[config.mk]
export PLATFORM = sky130hd
export DESIGN_NAME = nn_classifier
export DESIGN_NICKNAME = d
export VERILOG_FILES = /design/src/rtl/nn_pkg.sv /design/src/rtl/act_mem_arbiter.sv /design/src/rtl/hard_sigmoid.sv /design/src/rtl/layer_sequencer.sv /design/src/rtl/mac_unit.sv /design/src/rtl/nn_classifier.sv /design/src/rtl/weight_rom.sv
export SDC_FILE = /design/constraint.sdc
export NUM_CORES = 1
export LEC_CHECK = 0
export BUFFER_PORTS_ARGS = -buffer_cell sky130_fd_sc_hd__buf_4
export CORE_MARGIN = 2
export CORE_UTILIZATION = 45
export CTS_CLUSTER_DIAMETER = 50
export DETAILED_ROUTE_END_ITERATION = 16
export PLACE_DENSITY = 0.68
export RECOVER_POWER = 100
export SLEW_MARGIN = 20
export SYNTH_ARGS = -nofsm -noshare
export SYNTH_HDL_FRONTEND = slang
export SYNTH_HIERARCHICAL = 1
export SYNTH_SLANG_ARGS = --single-unit
[constraint.sdc]
create_clock -name clk -period 3.45 [get_ports clk]
set_clock_uncertainty 0.1 [all_clocks]
set_input_delay 0.345 -clock clk [delete_from_list [all_inputs] [get_ports clk]]
set_output_delay 0.345 -clock clk [all_outputs]
set_load 0.02 [all_outputs]
[src/rtl/weights.hex]
// one 16-bit Q4.12 word per line, per neuron the bias then one weight per input
// hidden neurons 0..2 with four weights each, then output neurons 0..1 with three
0400
1000
F000
0800
F800
FC00
0C00
0400
E800
1800
7000
7000
7000
7000
7000
F000
2000
E000
1000
0800
D000
3000
F400

[src/rtl/nn_pkg.sv]
package nn_pkg;

	// layer sizes
	localparam int n_inputs = 4;
	localparam int n_hidden = 3;
	localparam int n_outputs = 2;
	localparam int n_layers = 2;

	// activation memory map, inputs start at word 0
	localparam int act_depth = 16;
	localparam int hidden_base = n_inputs;
	localparam int output_base = hidden_base + n_hidden;

	// per neuron the bias comes first, then one weight per input
	localparam int layer1_rom_base = n_hidden * (n_inputs + 1);
	localparam int rom_depth = layer1_rom_base + n_outputs * (n_hidden + 1);

	typedef logic [3:0] act_addr_t;
	typedef logic [4:0] rom_addr_t;

	// Q4.12 for activations, weights and biases
	typedef logic signed [15:0] act_t;
	// Q16.24 accumulator
	typedef logic signed [39:0] acc_t;

	// sigmoid input in Q5.13
	typedef union packed {
		logic signed [17:0] raw;
		struct packed {
			logic sign;
			logic [3:0] int_part;
			logic [12:0] frac;
		} fields;
	} sig_in_u;

	// 16.0 minus one lsb
	localparam logic signed [17:0] sig_max = 18'sh1ffff;
	localparam act_t act_one = 16'sd4096;

	// sequencer states
	localparam logic [2:0] st_idle = 3'd0;
	localparam logic [2:0] st_bias = 3'd1;
	localparam logic [2:0] st_accumulate = 3'd2;
	localparam logic [2:0] st_drain = 3'd3;
	localparam logic [2:0] st_write_back = 3'd4;
	localparam logic [2:0] st_finish = 3'd5;

endpackage

[src/rtl/act_mem_arbiter.sv]
`timescale 1ns/1ps

module act_mem_arbiter (
	input logic clk,
	input logic reset,
	input logic eng_req,
	input logic eng_we,
	input nn_pkg::act_addr_t eng_addr,
	input nn_pkg::act_t eng_wdata,
	output nn_pkg::act_t eng_rdata,
	input logic host_req,
	input logic host_we,
	input nn_pkg::act_addr_t host_addr,
	input nn_pkg::act_t host_wdata,
	output logic host_ack,
	output nn_pkg::act_t host_rdata
);
	import nn_pkg::*;

	act_t mem [act_depth];
	act_t mem_q;
	act_addr_t mem_addr;
	act_t mem_wdata;
	logic mem_we;
	logic host_go;

	// host waits while the engine holds the port and while ack is still up
	assign host_go = host_req && !host_ack && !eng_req;

	always_comb begin
		if (eng_req) begin
			mem_addr = eng_addr;
			mem_we = eng_we;
			mem_wdata = eng_wdata;
		end else begin
			mem_addr = host_addr;
			mem_we = host_go && host_we;
			mem_wdata = host_wdata;
		end
	end

	always_ff @(posedge clk) begin
		if (mem_we) begin
			mem[mem_addr] <= mem_wdata;
		end
		mem_q <= mem[mem_addr];
	end

	assign eng_rdata = mem_q;

	// read data held for the whole ack phase
	always_ff @(posedge clk) begin
		if (host_go) begin
			host_rdata <= mem[mem_addr];
		end
	end

	// wait, then ack after the access, release once req drops
	always_ff @(posedge clk) begin
		if (reset) begin
			host_ack <= 1'b0;
		end else if (host_go) begin
			host_ack <= 1'b1;
		end else if (!host_req) begin
			host_ack <= 1'b0;
		end
	end

endmodule

[src/rtl/hard_sigmoid.sv]
`timescale 1ns/1ps

module hard_sigmoid (
	input logic clk,
	input logic reset,
	input logic sig_valid,
	input nn_pkg::sig_in_u sig_in,
	output nn_pkg::act_t sig_out
);
	import nn_pkg::*;

	logic signed [17:0] scaled;
	act_t result;

	// 0.5 + x/4, going from Q5.13 to Q4.12 takes one more shift
	always_comb begin
		scaled = (sig_in.raw >>> 3) + (act_one >>> 1);
		if (scaled < 0) begin
			result = '0;
		end else if (scaled > act_one) begin
			result = act_one;
		end else begin
			result = act_t'(scaled);
		end
	end

	always_ff @(posedge clk) begin
		if (reset) begin
			sig_out <= '0;
		end else if (sig_valid) begin
			sig_out <= result;
		end
	end

endmodule

[src/rtl/layer_sequencer.sv]
`timescale 1ns/1ps

module layer_sequencer (
	input logic clk,
	input logic reset,
	input logic start_req,
	output logic start_ack,
	output nn_pkg::rom_addr_t rom_addr,
	output logic eng_req,
	output logic eng_we,
	output nn_pkg::act_addr_t eng_addr,
	output logic bias_load,
	output logic acc_en,
	output logic sig_valid,
	input nn_pkg::act_t sig_out,
	output nn_pkg::act_t eng_wdata
);
	import nn_pkg::*;

	logic [2:0] state;
	logic layer_cnt;
	logic [2:0] neuron_cnt;
	logic [2:0] weight_cnt;
	logic sig_phase;
	logic [2:0] n_neurons;
	logic [2:0] n_weights;
	act_addr_t read_base;
	act_addr_t write_base;
	rom_addr_t rom_base;
	logic last_weight;
	logic last_neuron;
	logic last_layer;
	logic neuron_done;

	// per layer sizes and bases
	always_comb begin
		if (layer_cnt == 1'b0) begin
			n_neurons = 3'(n_hidden);
			n_weights = 3'(n_inputs);
			read_base = '0;
			write_base = act_addr_t'(hidden_base);
			rom_base = '0;
		end else begin
			n_neurons = 3'(n_outputs);
			n_weights = 3'(n_hidden);
			read_base = act_addr_t'(hidden_base);
			write_base = act_addr_t'(output_base);
			rom_base = rom_addr_t'(layer1_rom_base);
		end
	end

	assign last_weight = (weight_cnt == n_weights - 3'd1);
	assign last_neuron = (neuron_cnt == n_neurons - 3'd1);
	assign last_layer = (layer_cnt == 1'(n_layers - 1));
	assign neuron_done = (state == st_write_back);

	// bias word of the neuron, weights follow it
	always_comb begin
		rom_addr = rom_base + rom_addr_t'(neuron_cnt) * rom_addr_t'(n_weights + 3'd1);
		if (state == st_accumulate) begin
			rom_addr = rom_addr + rom_addr_t'(weight_cnt) + 5'd1;
		end
	end

	always_comb begin
		eng_req = (state == st_accumulate) || neuron_done;
		eng_we = neuron_done;
		eng_addr = read_base + act_addr_t'(weight_cnt);
		if (neuron_done) begin
			eng_addr = write_base + act_addr_t'(neuron_cnt);
		end
	end

	assign eng_wdata = sig_out;
	assign start_ack = (state == st_finish);
	// second drain cycle, accumulator holds the final sum
	assign sig_valid = (state == st_drain) && sig_phase;

	always_ff @(posedge clk) begin
		if (reset) begin
			state <= st_idle;
			layer_cnt <= 1'b0;
			neuron_cnt <= '0;
			weight_cnt <= '0;
			sig_phase <= 1'b0;
			bias_load <= 1'b0;
			acc_en <= 1'b0;
		end else begin
			// data comes back one cycle after the address
			bias_load <= (state == st_bias);
			acc_en <= (state == st_accumulate);
			case (state)
				st_idle: begin
					layer_cnt <= 1'b0;
					neuron_cnt <= '0;
					if (start_req) begin
						state <= st_bias;
					end
				end
				st_bias: begin
					weight_cnt <= '0;
					state <= st_accumulate;
				end
				st_accumulate: begin
					if (last_weight) begin
						sig_phase <= 1'b0;
						state <= st_drain;
					end else begin
						weight_cnt <= weight_cnt + 3'd1;
					end
				end
				st_drain: begin
					sig_phase <= 1'b1;
					if (sig_phase) begin
						state <= st_write_back;
					end
				end
				st_write_back: begin
					if (!last_neuron) begin
						neuron_cnt <= neuron_cnt + 3'd1;
						state <= st_bias;
					end else if (!last_layer) begin
						neuron_cnt <= '0;
						layer_cnt <= layer_cnt + 1'b1;
						state <= st_bias;
					end else begin
						state <= st_finish;
					end
				end
				st_finish: begin
					// hold ack until the host lets go
					if (!start_req) begin
						state <= st_idle;
					end
				end
				default: state <= st_idle;
			endcase
		end
	end

endmodule

[src/rtl/mac_unit.sv]
`timescale 1ns/1ps

module mac_unit (
	input logic clk,
	input logic reset,
	input logic bias_load,
	input logic acc_en,
	input nn_pkg::act_t act_data,
	input nn_pkg::act_t weight_data,
	output nn_pkg::sig_in_u sig_in
);
	import nn_pkg::*;

	acc_t acc;
	acc_t shifted;
	logic signed [31:0] product;
	sig_in_u narrow;

	// Q4.12 times Q4.12 gives Q8.24
	assign product = act_data * weight_data;

	always_ff @(posedge clk) begin
		if (reset) begin
			acc <= '0;
		end else if (bias_load) begin
			// bias moved up to 24 fraction bits
			acc <= acc_t'(weight_data) <<< 12;
		end else if (acc_en) begin
			acc <= acc + acc_t'(product);
		end
	end

	// Q16.24 down to Q5.13, clamped to +-sig_max
	always_comb begin
		shifted = acc >>> 11;
		narrow.raw = shifted[17:0];
		sig_in = narrow;
		if (acc_t'(narrow.raw) != shifted || narrow.raw < -sig_max) begin
			sig_in.fields.sign = shifted[39];
			if (shifted[39]) begin
				sig_in.fields.int_part = 4'h0;
				sig_in.fields.frac = 13'd1;
			end else begin
				sig_in.fields.int_part = 4'hf;
				sig_in.fields.frac = 13'h1fff;
			end
		end
	end

endmodule

[src/rtl/nn_classifier.sv]
`timescale 1ns/1ps

module nn_classifier (
	input logic clk,
	input logic reset,
	input logic start_req,
	input logic host_req,
	input logic host_we,
	input nn_pkg::act_addr_t host_addr,
	input nn_pkg::act_t host_wdata,
	output logic start_ack,
	output logic host_ack,
	output nn_pkg::act_t host_rdata
);
	import nn_pkg::*;

	rom_addr_t rom_addr;
	act_t rom_data;
	logic eng_req;
	logic eng_we;
	act_addr_t eng_addr;
	act_t eng_wdata;
	act_t eng_rdata;
	logic bias_load;
	logic acc_en;
	logic sig_valid;
	sig_in_u sig_in;
	act_t sig_out;

	layer_sequencer layer_sequencer_i (
		.clk(clk),
		.reset(reset),
		.start_req(start_req),
		.start_ack(start_ack),
		.rom_addr(rom_addr),
		.eng_req(eng_req),
		.eng_we(eng_we),
		.eng_addr(eng_addr),
		.bias_load(bias_load),
		.acc_en(acc_en),
		.sig_valid(sig_valid),
		.sig_out(sig_out),
		.eng_wdata(eng_wdata)
	);

	weight_rom weight_rom_i (
		.clk(clk),
		.rom_addr(rom_addr),
		.rom_data(rom_data)
	);

	act_mem_arbiter act_mem_arbiter_i (
		.clk(clk),
		.reset(reset),
		.eng_req(eng_req),
		.eng_we(eng_we),
		.eng_addr(eng_addr),
		.eng_wdata(eng_wdata),
		.eng_rdata(eng_rdata),
		.host_req(host_req),
		.host_we(host_we),
		.host_addr(host_addr),
		.host_wdata(host_wdata),
		.host_ack(host_ack),
		.host_rdata(host_rdata)
	);

	// bias and weights both arrive on the rom data
	mac_unit mac_unit_i (
		.clk(clk),
		.reset(reset),
		.bias_load(bias_load),
		.acc_en(acc_en),
		.act_data(eng_rdata),
		.weight_data(rom_data),
		.sig_in(sig_in)
	);

	hard_sigmoid hard_sigmoid_i (
		.clk(clk),
		.reset(reset),
		.sig_valid(sig_valid),
		.sig_in(sig_in),
		.sig_out(sig_out)
	);

endmodule

[src/rtl/weight_rom.sv]
`timescale 1ns/1ps

module weight_rom (
	input logic clk,
	input nn_pkg::rom_addr_t rom_addr,
	output nn_pkg::act_t rom_data
);
	import nn_pkg::*;

	act_t rom [rom_depth];

	// bias and weight table
	initial begin
		$readmemh("/design/src/rtl/weights.hex", rom);
	end

	always_ff @(posedge clk) begin
		rom_data <= rom[rom_addr];
	end

endmodule

==> run summary, run 1 <==
CP Max Fanout: 14
Port Buffer Count: 42
worst path cell trace: or3b_1 -> nand2b_4 -> buf_4 -> nor2_1 -> buf_4 -> nor2_1 -> nor2_1 -> buf_2
slowest CP cell: nor2_1
Final Instance Count excl. Fillers: 3586
worst reg2reg endpoint: act_mem_arbiter_i/mem[13][4]$_DFFE_PP_
yosys warns: 6
pin count of the biggest net entering global routing: 57
CP max stage delay: 0.76 ns
DR vias: 20.2k
gpl congestion: 0.929
endpoints failing hold: 0
Post-DRT Antenna Nets: 0
share of layout cells above drive strength 1: 10.5%
synth-to-layout area growth: 10.5%
Required @ worst endpoint: 3.60 ns
Ant. Diodes: 0
Final nets: 3185
clk_lat worst skew: 0.59 ns
Initial Util: 45.6%
mean routed wirelength per cell: 20.9 um
residual DRC count: 0
syn_area_per_cell: 10.8 um^2
crit start category: flip-flop
die height: 257 um
worst r2r path cells: 8
register area: 9870 um^2
Top delay family on crit path: simple AND/OR/NAND/NOR gates
first-pass iteration count of the detailed router: 5
max-slew violations: 0
Hold WC Path Type: in -> reg
Fin Hold WS: 0.0964 ns
highest clock rate: 298 MHz
Core Area: 63200 um^2
die width: 257 um
WP buf/inv: 3
CTS root buf: clkbuf_16
R2R Path Start: layer_sequencer_i/state[0]$_SDFFE_PP0P_
part of the cycle the worst path needs: 97.4%
Crit Path Class: reg -> reg
initial antenna violation count: 0
Post-Place Cells: 3501
WHS Endpoint: layer_sequencer_i/state[0]$_SDFFE_PP0P_
worst relative slew slack: 28.8%
Avg Vias per Cell: 5.62
Detail Placement HPWL: 55.1 mm
clock sink count: 357
most used cell, CP: nor2_1
Arr. time, crit path: 3.51 ns
worst slew pin tran: 1.07 ns
vias in the first global route: 21.8k
row cnt: 92
final setup vio count: 0
Syn Std Cell Area: 28800 um^2
setup TNS: 0 ns
gr usage total: 23.1%
endpoint class of the critical path: flip-flop
TritonCTS Buffers: 44
max-cap violations: 0
hold depth: 5
die area: 66100 um^2
global-route wire length before repair: 120 mm
grt total ovfl: 0
Util after Layout: 50.5%
Synth Instances: 2664
Period minus WS final: 3.36 ns
startpoint of the worst hold path: start_req
status: finished, final reports clean
I/O Pins: 43
CTS tree: built
clk buf depth: 3
Reg clk slew, reported paths: 0.06 ns
area occupied by multi-input gates: 16700 um^2
DR iter-0 viols: 1453
number of fill cells in the layout: 5508
htree depth: 2
final wirelength: 75.0 mm
reg2reg setup slack: 0.09 ns
==> area by class of cell <==
class	instances	share of cell area (%)
sequential	357	31.0
clock inverter	20	0.718
tap	846	3.32
inverter	430	5.06
timing repair buffer	162	3.68
clock buffer	60	3.77
multi-input combinational	1711	52.5
==> placed cells by master, fill, tap and decap left out, drive strengths merged, types with 21 or more instances in the layout <==
cell type	instances
o21a	41
a21oi	64
nand2	278
mux4	32
and2	115
nand4b	94
fa	331
o31ai	39
xnor2	21
a21o	26
edfxtp	272
ha	123
o21ai	97
o41ai	34
or4bb	30
inv	434
nor2	100
clkbuf	109
nand4	25
dfxtp	85
buf	112
==> through the flow <==
stage	setup WS (ns)	instance area, um^2
after floorplan	0.0231	28900
after global placement	-0.0961	30400
after detailed placement	-0.162	30400
after CTS	0.0137	31900
after global routing	-0.0108	31900
final	0.0907	31900
==> worst max path at each step <==
stage	slack, ns	start	endpoint	cells after the start
after floorplan	0.02	mac_unit_i/acc[34]$_SDFFE_PP0P_	mac_unit_i/acc[36]$_SDFFE_PP0P_	13
after global placement	-0.1	mac_unit_i/acc[17]$_SDFFE_PP0P_	mac_unit_i/acc[17]$_SDFFE_PP0P_	10
after detailed placement	-0.16	mac_unit_i/acc[17]$_SDFFE_PP0P_	mac_unit_i/acc[17]$_SDFFE_PP0P_	10
after CTS	0.01	mac_unit_i/acc[34]$_SDFFE_PP0P_	mac_unit_i/acc[36]$_SDFFE_PP0P_	13
after global routing	-0.01	mac_unit_i/acc[36]$_SDFFE_PP0P_	hard_sigmoid_i/sig_out[3]$_SDFFE_PP0P_	12
final	0.09	layer_sequencer_i/state[0]$_SDFFE_PP0P_	act_mem_arbiter_i/mem[13][4]$_DFFE_PP_	8
==> per-layer routing <==
metal  wire, um  track usage [%]  up-vias
met1      29600             28.3    10245
met4       3180             10.0        0
li1           -                -     9058
met2      38500             41.2      660
met5          0                0        -
met3       3760             2.61      199
==> worst min-delay path: stages <==
cell     delay [ns]
buf_4          0.11
nor2_1         0.09
a21oi_1        0.05
nor2_1         0.09
nor3_1         0.06
==> state kept, by name, summed over array words and instances (netlist names) <==
register	count
act_mem_arbiter_i/mem	256
mac_unit_i/acc	40
act_mem_arbiter_i/eng_rdata	16
act_mem_arbiter_i/host_rdata	16
hard_sigmoid_i/sig_out	15
layer_sequencer_i/neuron_cnt	3
layer_sequencer_i/state	3
layer_sequencer_i/weight_cnt	3
act_mem_arbiter_i/host_ack	1
layer_sequencer_i/acc_en	1
layer_sequencer_i/bias_load	1
layer_sequencer_i/last_layer	1
layer_sequencer_i/sig_phase	1
==> what timing repair did <==
action / 4_1_cts / 5_1_grt
hold buffers: 1 / 0
buffers inserted: 0 / 4
pin swaps: 1 / 28
resized for setup: 8 / 28
endpoints found under the setup margin: 5 / 45
hold endpoints to repair: 1 / 0
Power of run 1 is left out: the tool's default activity adds up to more than one toggle a clock period on the data nets, which glitch-free logic cannot reach.
==> run 2: changes to the inputs <==
==> constraint.sdc (replaced) <==
create_clock -name clk -period 3.45 [get_ports clk]
set_clock_uncertainty 0.1 [all_clocks]
set_input_delay 0.5175 -clock clk [delete_from_list [all_inputs] [get_ports clk]]
set_output_delay 0.5175 -clock clk [all_outputs]
set_load 0.02 [all_outputs]
==> run 2 against run 1 <==
  * Worst setup slack got worse by 0.037 ns
  * Non-clock buffer count decreased by 5
  * Register-to-register slack got worse by 0.04 ns
  * First-iteration DRC count decreased by 9.8%
==> run summary, run 2 (same netlist as run 1, synthesis figures left out) <==
Hold WC Path Type: in -> reg
Top delay family on crit path: multiplexers
M1 GR Usage: 27.9%
worst relative slew slack: 9.64%
DR iter-0 viols: 1311
CTS tree: built
M3 GR Usage: 2.73%
I/O Pins: 43
Post-DRT Antenna Nets: 0
part of the cycle the worst path needs: 98.4%
most frequent cells in the layout: inv_1 (427), fa_1 (331), nand2_1 (277), edfxtp_1 (272), ha_1 (116)
Reg clk slew, reported paths: 0.06 ns
die height: 257 um
max reg flops: 256
Arr. time, crit path: 3.59 ns
initial antenna violation count: 0
worst path cell trace: ha_1 -> inv_1 -> fa_1 -> a21oi_4 -> mux2_4 -> buf_12 -> mux4_2 -> o21ai_0 -> nand4_1 -> clkbuf_1
htree depth: 2
Fin Hold WS: 0.144 ns
TritonCTS Buffers: 45
gpl congestion: 0.931
residual DRC count: 0
mean routed wirelength per cell: 20.7 um
Biggest register: act_mem_arbiter_i/mem
Final Instance Count excl. Fillers: 3582
CP Max Fanout: 13
gr usage total: 22.8%
row cnt: 92
worst slew pin tran: 1.36 ns
Crit. Startpoint: layer_sequencer_i/neuron_cnt[0]$_SDFFE_PP0P_
met2 GRT Util: 40.5%
CTS root buf: clkbuf_16
Ant. Diodes: 0
share of layout cells above drive strength 1: 10.3%
CP max stage delay: 0.52 ns
most common cell after layout, fill and taps aside: inv_1
global-route wire length before repair: 119 mm
Util after Layout: 50.3%
grt total ovfl: 0
slowest CP cell: mux4_2
pin count of the biggest net entering global routing: 84
Post-Place Cells: 3498
Required @ worst endpoint: 3.64 ns
Final nets: 3181
global routing's busiest layer: met2
Crit Path Class: reg -> reg
die area: 66100 um^2
Detail Placement HPWL: 54.1 mm
first-pass iteration count of the detailed router: 7
DR vias: 20.1k
Core Area: 63200 um^2
final wirelength: 74.1 mm
endpoints failing hold: 0
status: finished, final reports clean
final setup vio count: 0
clk buf depth: 3
crit start category: flip-flop
synth-to-layout area growth: 10.2%
R2R Path Start: layer_sequencer_i/neuron_cnt[0]$_SDFFE_PP0P_
die width: 257 um
Avg Vias per Cell: 5.61
vias in the first global route: 21.8k
Initial Util: 45.6%
number of fill cells in the layout: 5549
Worst Setup Slack, final: 0.0541 ns
Period minus WS final: 3.40 ns
highest clock rate: 294 MHz
startpoint of the worst hold path: host_req
WP buf/inv: 3
clk_lat worst skew: 0.59 ns
Port Buffer Count: 42
Largest regs: act_mem_arbiter_i/mem x256, mac_unit_i/acc x40
clock sink count: 357
max-cap violations: 0
pre-CTS setup slack: -0.117 ns
endpoint class of the critical path: flip-flop
max-slew violations: 0
==> run 2: changes by cell type in the layout (fill, tap and decap cells not counted), moves of 4 or more <==
cell      before  now
buf_6          4    0
clkbuf_1      44   38
clkinv_2       4   10
clkinv_8       1    5
o41ai_1       24   33
o41ai_2        9    1
==> run 2: through the flow <==
step                TNS, ns  instance area (um^2)
global placement    -0.0950                 30400
floorplan                 0                 28900
global route        -0.0260                 31800
detailed placement   -0.145                 30400
CTS                       0                 31900
finish                    0                 31800
==> run 2: final timing paths <==
| check | slack, ns | to | cells past startpoint |
|---|---|---|---|
| max | 0.05 | act_mem_arbiter_i/host_rdata[2]$_DFFE_PP_ | 10 |
| min | 0.14 | act_mem_arbiter_i/host_ack$_SDFFE_PP0P_ | 2 |
| max reg2reg | 0.05 | act_mem_arbiter_i/host_rdata[2]$_DFFE_PP_ | 10 |
| min reg2reg | 0.36 | hard_sigmoid_i/sig_out[14]$_SDFFE_PP0P_ | 1 |
==> run 2: layer usage <==
layer / wire, um / vias to the layer above
li1: - / 9054
met1: 28900 / 10176
met2: 38200 / 668
met3: 3810 / 191
met4: 3200 / 0
met5: 0 / -
==> run 2: repair_timing <==
action,4_1_cts,5_1_grt
buffers inserted,0,3
pin swaps,2,26
resized for setup,3,16
hold buffers,0,0
endpoints found under the setup margin,2,30
==> run 2: layout make-up <==
type                            instances  area (um^2)  area share, %
Inverter                              430         1610           5.08
Tap cell                              846         1060           3.33
Clock buffer                           49         1160           3.65
Clock inverter                         32          329           1.03
Sequential cell                       357         9870           31.0
Timing Repair Buffer                  157         1080           3.41
Multi-Input combinational cell       1711        16700           52.5
Power of run 2 is left out for the same reason.
